<file path="src/logic/mtx_pkg.sv">
package mtx_pkg;

    // ----------------------------------------------------------
    // Sizes
    // ----------------------------------------------------------
    localparam int NUM_PORTS    = 4;                   // Real output ports MI0..MI3
    localparam int DATA_W       = 32;                  // Read data width
    localparam int DEC_ADDR_LSB = 10;                  // Lowest decoded address bit
    localparam int DEC_W        = 32 - DEC_ADDR_LSB;   // Decoded field HADDR[31:10]

    typedef logic [DEC_W-1:0] dec_addr_t;

    // Data-phase owner, default slave sits above the real ports
    typedef enum logic [2:0] {
        PORT_MI0  = 3'd0,
        PORT_MI1  = 3'd1,
        PORT_MI2  = 3'd2,
        PORT_MI3  = 3'd3,
        PORT_DFLT = 3'd4
    } port_e;

    // AHB HTRANS encoding
    typedef enum logic [1:0] {
        TRANS_IDLE   = 2'd0,
        TRANS_BUSY   = 2'd1,
        TRANS_NONSEQ = 2'd2,
        TRANS_SEQ    = 2'd3
    } htrans_e;

    // AHB HRESP encoding
    typedef enum logic [1:0] {
        RESP_OKAY  = 2'd0,
        RESP_ERROR = 2'd1,
        RESP_RETRY = 2'd2,
        RESP_SPLIT = 2'd3
    } hresp_e;

    // Address phase from the input stage
    typedef struct packed {
        logic      sel;     // HSEL
        dec_addr_t addr;    // HADDR[31:10]
        htrans_e   trans;   // HTRANS
    } addr_phase_t;

    // Data-phase return of one output stage
    typedef struct packed {
        logic              readyout;   // HREADYOUT
        hresp_e            resp;       // HRESP
        logic [DATA_W-1:0] rdata;      // HRDATA
    } slv_resp_t;

    // ----------------------------------------------------------
    // Region table, inclusive bounds on HADDR[31:10]
    // ----------------------------------------------------------
    localparam dec_addr_t [NUM_PORTS-1:0] REGION_BASE = {
        22'h040000,   // MI3 0x1000_0000
        22'h000080,   // MI2 0x0002_0000
        22'h000040,   // MI1 0x0001_0000
        22'h000000    // MI0 0x0000_0000
    };

    localparam dec_addr_t [NUM_PORTS-1:0] REGION_LIMIT = {
        22'h053FFF,   // MI3 0x14FF_FFFF
        22'h03FFFF,   // MI2 0x0FFF_FFFF
        22'h00007F,   // MI1 0x0001_FFFF
        22'h00003F    // MI0 0x0000_FFFF
    };

endpackage

</file>
<file path="src/logic/mtx_addr_decode.sv">
`timescale 1ns/1ps

module mtx_addr_decode (
    input  mtx_pkg::addr_phase_t           addr_phase,     // Address phase from input stage
    input  mtx_pkg::port_e                 data_port,      // Current data-phase owner
    input  logic [mtx_pkg::NUM_PORTS-1:0]  stage_active,   // Output stage active flags
    output mtx_pkg::port_e                 addr_port,      // Decoded port for this transfer
    output logic [mtx_pkg::NUM_PORTS-1:0]  port_sel,       // One-hot HSEL to output stages
    output logic                           dflt_sel,       // HSEL to default slave
    output logic                           active          // Active flag of chosen stage
);

    import mtx_pkg::*;

    dec_addr_t            dec_addr;     // HADDR[31:10]
    logic                 idle_trans;   // IDLE in address phase
    logic [NUM_PORTS-1:0] region_hit;   // Address inside region i
    logic [NUM_PORTS-1:0] hold_hit;     // IDLE keeps pointing at port i

    assign dec_addr   = addr_phase.addr;
    assign idle_trans = (addr_phase.trans == TRANS_IDLE);

    // ----------------------------------------------------------
    // Region compare
    // ----------------------------------------------------------
    always_comb
    begin
        for (int i = 0; i < NUM_PORTS; i++)
        begin
            region_hit[i] = (dec_addr >= REGION_BASE[i]) && (dec_addr <= REGION_LIMIT[i]);
            // Only one port can equal the data-phase owner
            hold_hit[i]   = idle_trans && (data_port == port_e'(i));
        end
    end

    // ----------------------------------------------------------
    // Port choice
    // ----------------------------------------------------------
    // Lowest region wins, so scan from the top down
    // An IDLE hold on a real port overrides the address
    always_comb
    begin
        addr_port = PORT_DFLT;                      // Unmapped by default
        for (int i = NUM_PORTS - 1; i >= 0; i--)
        begin
            if (region_hit[i])
                addr_port = port_e'(i);
        end
        for (int i = NUM_PORTS - 1; i >= 0; i--)
        begin
            if (hold_hit[i])
                addr_port = port_e'(i);             // Stay on data-phase port
        end
    end

    // ----------------------------------------------------------
    // Select and active
    // ----------------------------------------------------------
    always_comb
    begin
        for (int i = 0; i < NUM_PORTS; i++)
        begin
            port_sel[i] = addr_phase.sel && (addr_port == port_e'(i));   // Gated by HSEL
        end
    end

    assign dflt_sel = addr_phase.sel && (addr_port == PORT_DFLT);

    // Default slave is always ready to take a transfer
    always_comb
    begin
        active = 1'b1;
        for (int i = 0; i < NUM_PORTS; i++)
        begin
            if (addr_port == port_e'(i))
                active = stage_active[i];           // Flag of the chosen stage
        end
    end

endmodule

</file>
<file path="src/logic/mtx_data_phase_mux.sv">
`timescale 1ns/1ps

module mtx_data_phase_mux (
    input  logic                                      HCLK,          // AHB clock
    input  logic                                      HRESETn,       // Sync reset, active low
    input  logic                                      hreadys,       // Input stage HREADY
    input  mtx_pkg::port_e                            addr_port,     // Port of address phase
    input  mtx_pkg::slv_resp_t [mtx_pkg::NUM_PORTS-1:0] port_resp,   // Output stage returns
    input  mtx_pkg::slv_resp_t                        dflt_resp,     // Default slave return
    output mtx_pkg::port_e                            data_port,     // Data-phase owner
    output mtx_pkg::slv_resp_t                        master_resp    // Return to master
);

    import mtx_pkg::*;

    // ----------------------------------------------------------
    // Data-phase port register
    // ----------------------------------------------------------
    // Loads on HREADY of the input stage, not on our own readyout
    // The address phase moves into the data phase only when
    // the whole bus sees the transfer complete
    always_ff @(posedge HCLK)
    begin
        if (!HRESETn)
        begin
            data_port <= PORT_MI0;                  // MI0 owns the bus out of reset
        end
        else if (hreadys)
        begin
            data_port <= addr_port;                 // New data phase begins
        end
    end

    // ----------------------------------------------------------
    // Response mux
    // ----------------------------------------------------------
    // Ready, response and read data travel as one struct
    always_comb
    begin
        master_resp = dflt_resp;                    // Default slave, rdata already zero
        case (data_port)
            PORT_MI0:
            begin
                master_resp = port_resp[0];
            end
            PORT_MI1:
            begin
                master_resp = port_resp[1];
            end
            PORT_MI2:
            begin
                master_resp = port_resp[2];
            end
            PORT_MI3:
            begin
                master_resp = port_resp[3];
            end
            PORT_DFLT:
            begin
                master_resp = dflt_resp;            // Unmapped access owns the phase
            end
        endcase
    end

endmodule

</file>
<file path="src/logic/mtx_decoder.sv">
`timescale 1ns/1ps

module mtx_decoder (
    input  logic                                        HCLK,          // AHB clock
    input  logic                                        HRESETn,       // Sync reset, active low
    input  logic                                        hreadys,       // Input stage HREADY
    input  mtx_pkg::addr_phase_t                        addr_phase,    // Address phase in
    input  mtx_pkg::slv_resp_t [mtx_pkg::NUM_PORTS-1:0] port_resp,     // Output stage returns
    input  logic [mtx_pkg::NUM_PORTS-1:0]               stage_active,  // Output stage actives
    output logic [mtx_pkg::NUM_PORTS-1:0]               port_sel,      // One-hot port HSEL
    output logic                                        active,        // Chosen stage active
    output mtx_pkg::slv_resp_t                          master_resp    // Return to master
);

    import mtx_pkg::*;

    port_e     addr_port;    // Decoded port, address phase
    port_e     data_port;    // Registered owner, data phase
    logic      dflt_sel;     // Default slave HSEL
    slv_resp_t dflt_resp;    // Default slave return

    // ----------------------------------------------------------
    // Address phase
    // ----------------------------------------------------------
    mtx_addr_decode u_addr_decode (
        .addr_phase   (addr_phase),
        .data_port    (data_port),      // For IDLE hold
        .stage_active (stage_active),
        .addr_port    (addr_port),
        .port_sel     (port_sel),
        .dflt_sel     (dflt_sel),
        .active       (active)
    );

    // ----------------------------------------------------------
    // Data phase
    // ----------------------------------------------------------
    mtx_data_phase_mux u_data_phase_mux (
        .HCLK        (HCLK),
        .HRESETn     (HRESETn),
        .hreadys     (hreadys),
        .addr_port   (addr_port),
        .port_resp   (port_resp),
        .dflt_resp   (dflt_resp),
        .data_port   (data_port),
        .master_resp (master_resp)
    );

    // Unmapped accesses end up here
    mtx_default_slave u_default_slave (
        .HCLK      (HCLK),
        .HRESETn   (HRESETn),
        .dflt_sel  (dflt_sel),
        .hreadys   (hreadys),
        .trans     (addr_phase.trans),
        .dflt_resp (dflt_resp)
    );

endmodule

</file>
<file path="src/logic/mtx_default_slave.sv">
`timescale 1ns/1ps

module mtx_default_slave (
    input  logic                HCLK,        // AHB clock
    input  logic                HRESETn,     // Sync reset, active low
    input  logic                dflt_sel,    // HSEL from decoder
    input  logic                hreadys,     // Input stage HREADY
    input  mtx_pkg::htrans_e    trans,       // HTRANS of address phase
    output mtx_pkg::slv_resp_t  dflt_resp    // Return to data-phase mux
);

    import mtx_pkg::*;

    typedef enum logic [1:0] {
        DS_IDLE = 2'd0,    // OKAY, zero wait
        DS_ERR1 = 2'd1,    // First ERROR cycle, wait
        DS_ERR2 = 2'd2     // Second ERROR cycle, ready
    } ds_state_e;

    ds_state_e ds_state;
    ds_state_e ds_next;
    logic      err_req;      // Unmapped NONSEQ or SEQ accepted

    assign err_req = dflt_sel && hreadys && ((trans == TRANS_NONSEQ) || (trans == TRANS_SEQ));

    // ----------------------------------------------------------
    // Next state
    // ----------------------------------------------------------
    always_comb
    begin
        ds_next = ds_state;
        case (ds_state)
            DS_IDLE: ds_next = err_req ? DS_ERR1 : DS_IDLE;
            DS_ERR1: ds_next = DS_ERR2;                      // Always steps on
            DS_ERR2:
            begin
                // Second cycle ends only when the bus is ready
                if (hreadys)
                    ds_next = err_req ? DS_ERR1 : DS_IDLE;
            end
        endcase
    end

    always_ff @(posedge HCLK)
    begin
        if (!HRESETn)
            ds_state <= DS_IDLE;
        else
            ds_state <= ds_next;
    end

    // Two-cycle ERROR, readyout low only in the first
    assign dflt_resp.readyout = (ds_state != DS_ERR1);
    assign dflt_resp.resp     = (ds_state == DS_IDLE) ? RESP_OKAY : RESP_ERROR;
    assign dflt_resp.rdata    = '0;                          // No read data

endmodule

</file>
<file path="config.mk">
export PLATFORM = sky130hd
export DESIGN_NAME = mtx_decoder
export DESIGN_NICKNAME = d
export VERILOG_FILES = /design/src/logic/mtx_pkg.sv /design/src/logic/mtx_addr_decode.sv /design/src/logic/mtx_data_phase_mux.sv /design/src/logic/mtx_decoder.sv /design/src/logic/mtx_default_slave.sv
export SDC_FILE = /design/constraint.sdc
export NUM_CORES = 1
export LEC_CHECK = 0
export ABC_AREA = 0
export BUFFER_PORTS_ARGS = -buffer_cell sky130_fd_sc_hd__clkbuf_2
export CORE_AREA = 2 2 82 84
export CTS_BUF_LIST = sky130_fd_sc_hd__clkbuf_4
export CTS_CLUSTER_DIAMETER = 30
export CTS_CLUSTER_SIZE = 25
export DETAILED_ROUTE_END_ITERATION = 10
export DIE_AREA = 0 0 84 86
export PLACE_DENSITY = 0.72
export SYNTH_ARGS = -nofsm -noshare
export SYNTH_HDL_FRONTEND = slang
export SYNTH_SLANG_ARGS = --single-unit
</file>
<file path="constraint.sdc">
create_clock -name HCLK -period 2.5 [get_ports HCLK]
set_clock_uncertainty 0.15 [all_clocks]
set_input_delay 0.375 -clock HCLK [delete_from_list [all_inputs] [get_ports HCLK]]
set_output_delay 0.375 -clock HCLK [all_outputs]
set_load 0.01 [all_outputs]
</file>
==> flow_summary.toml <==
[timing]
holdWs_ns = 0.247
max_freq_mhz = 422
tns_ns = 0
setup_viol = 0
drv_slew = 0
hold_viol = 0
maxSlewHeadroom = 0.717
period_needed_ns = 2.37
tightest_slew_ns = 0.419
rsz0062_at_grt = "false"
fin_crit_sh = 0.947

[floorplan]
core_area_mm2 = 0.00628
io-pin-count = 212
die-height_um = 86
die_w_um = 84
die-area_mm2 = 0.00722
rows = 29
initial_core_util = 0.201

[logic_synthesis]
syn_inst = 178
ys_seq_elements = 5
async_reset_ff_frac = 0
ys_types = 36
synth_area_per_cell_um2 = 7.08
ys_seq_area_frac = 0.0794
synth_edf_count = 0
synth_nets = 350
ys_warn_count = 0
syn_area_mm2 = 0.00126
synth_ff_type = "dfxtp_1"

[place]
io_buffers = 205
gp_congestion = 0.809
postPlaceCellArea_mm2 = 0.00242
hpwl_mm = 5.71

[grt]
grt.total_usage = 0.172
grt_pass1_wl_mm = 10.2
grt_pass1_vias = 2171
antenna_found_initial = 0
grt_max_degree = 21
overflow = 0

[power_and_ir_drop]
p_per_area_mw_per_mm2 = 242
p_int_w = 0.000363
switchingPower_w = 0.000230
clockPowerShare = 0.170
power_frac_seq = 0.149
power_w = 0.000593
power_frac_comb = 0.681
vdd_drop_max_v = 0.0000986
swShare = 0.388
leakagePower_nw = 1.38

[layout]
multi_input_area_mm2 = 0.00110
drive_above_1_share = 0.618
syn_to_final_growth_pct = 94.6
num-fill-cells = 675
final_nets = 555
final_area_mm2 = 0.00245
fin_util = 0.391
layout.area.seq_um2 = 100

[clock_tree]
cts_tree = "yes"
h-tree-depth = 1
clock_path_buffers = 2
post_cts_buffers = 0
clock-root-buffer = "clkbuf_4"
cts_hold_buf = 0
clk_pin_slew_ns = 0.04
worstSkewPairLatency_ns = 0.24
cts.sinks = 5
numCtsBuffers = 3
postCtsResizedCells = 0

[setup_path]
reg2reg_slack_ns = 0.83
slowest_stage = "or3_4"
critPathMaxStageDelay_ns = 0.42
crit_path_max_fanout = 5
path_cells = "or3_4 > a41oi_2 > o41a_4 > o21ai_1 > o22ai_1 > clkbuf_2"
arrival_ns = 1.84
crit_required_ns = 1.98
worstSetupPathType = "reg2out"
critPathLaunchType = "flip-flop"
r2r_cells = 5
cp-end-kind = "primary output"

[run_status]
run_status = "finished clean"

[flow_run]
drv_cap = 0

[drt]
dr.first_iter.drc_count = 145
routedWlPerCell_um = 14.4
routed-via-count = 2258
drt_wl_total_mm = 6.60
postRouteAntennaNets = 0
drt-pass1-iter-count = 4
viasPerCell = 4.91
drc_errors = 0

[hold_path]
min_path_cells = 2
hold_path.class = "in2reg"
[cells by family (layout without fill, tap and decap cells)]
group,count (synthesis),count (layout),share of synthesized area
AO/OA/AOI/OAI,88,88,0.539
buffers and inverters,21,225,0.0655
flip-flops,5,5,0.0794
multiplexers,2,2,0.0357
other,0,1,0
AND/OR/NAND/NOR,62,62,0.280
[Yosys cell counts, types with 3 or more instances]
library cell / n / share of area
a22oi_1: 66 / 0.39
nand2_1: 37 / 0.11
clkbuf_1: 13 / 0.039
nor2_1: 7 / 0.021
a21oi_1: 5 / 0.020
dfxtp_1: 5 / 0.079
inv_1: 5 / 0.015
a31oi_1: 3 / 0.015
buf_2: 3 / 0.012
[worst paths after layout]
| check | from | end |
|---|---|---|
| worst max-delay path | u_data_phase_mux.data_port[2] | active |
| worst min register to register | u_default_slave.ds_state[1] | u_default_slave.ds_state[1] |
| worst max register to register | u_data_phase_mux.data_port[2] | u_data_phase_mux.data_port[0] |
| worst min-delay path | hreadys | u_data_phase_mux.data_port[0] |
[cell usage in the layout (no fill, tap or decap), types with 2 or more instances in the layout]
master	instances
nor2_1	7
dfxtp_1	5
a22oi_1	66
nor3b_4	2
nand2_1	37
clkbuf_2	205
nor4_4	2
mux4_2	2
clkbuf_4	4
inv_1	5
or3_4	2
a21oi_1	5
and3_1	2
buf_4	11
a31oi_1	3
nor3_1	2
nor3_4	2
o21ai_1	2
[critical path, delay by kind of cell (launching register included)]
family	cells	cell delay [ns]
AOI/OAI and AO/OA	4	0.71
buffers and inverters	1	0.16
DFF	1	0.30
and+or+nand+nor	1	0.42
[power groups by stage]
stage	Clock, W	Combinational [W]	Sequential, W
floorplan	0	0.000171	0.0000868
global placement	0	0.000400	0.0000895
detailed placement	0	0.000406	0.0000896
CTS	0.000106	0.000408	0.0000881
global route	0.000115	0.000447	0.0000884
finish	0.000101	0.000404	0.0000881
[routing by layer]
| metal | part of all wire | GRT usage | vias to the layer above |
|---|---|---|---|
| li1 | - | - | 1125 |
| met1 | 0.41 | 0.218 | 1011 |
| met2 | 0.51 | 0.308 | 118 |
| met3 | 0.069 | 0.0269 | 4 |
| met4 | 0.0086 | 0.0367 | 0 |
| met5 | 0 | 0 | - |
[flip-flops by register name, summed over array words and instances (netlist names)]
name                        count
u_data_phase_mux.data_port      3
u_default_slave.ds_state        2
[per-stage QoR]
step | worst slack (ns) | cells
global placement | 0.262 | 455
detailed placement | 0.221 | 455
CTS | 0.140 | 459
global route | 0.0184 | 459
floorplan | 0.501 | 178
finish | 0.133 | 460
[area by class of cell]
cell class | count | share of cell area
Antenna cell | 1 | 0.00102
Sequential cell | 5 | 0.0408
Multi-Input combinational cell | 152 | 0.447
Inverter | 5 | 0.00765
Tap cell | 77 | 0.0393
Timing Repair Buffer | 216 | 0.452
Clock buffer | 4 | 0.0122
Power figures use the tool's default switching activity.
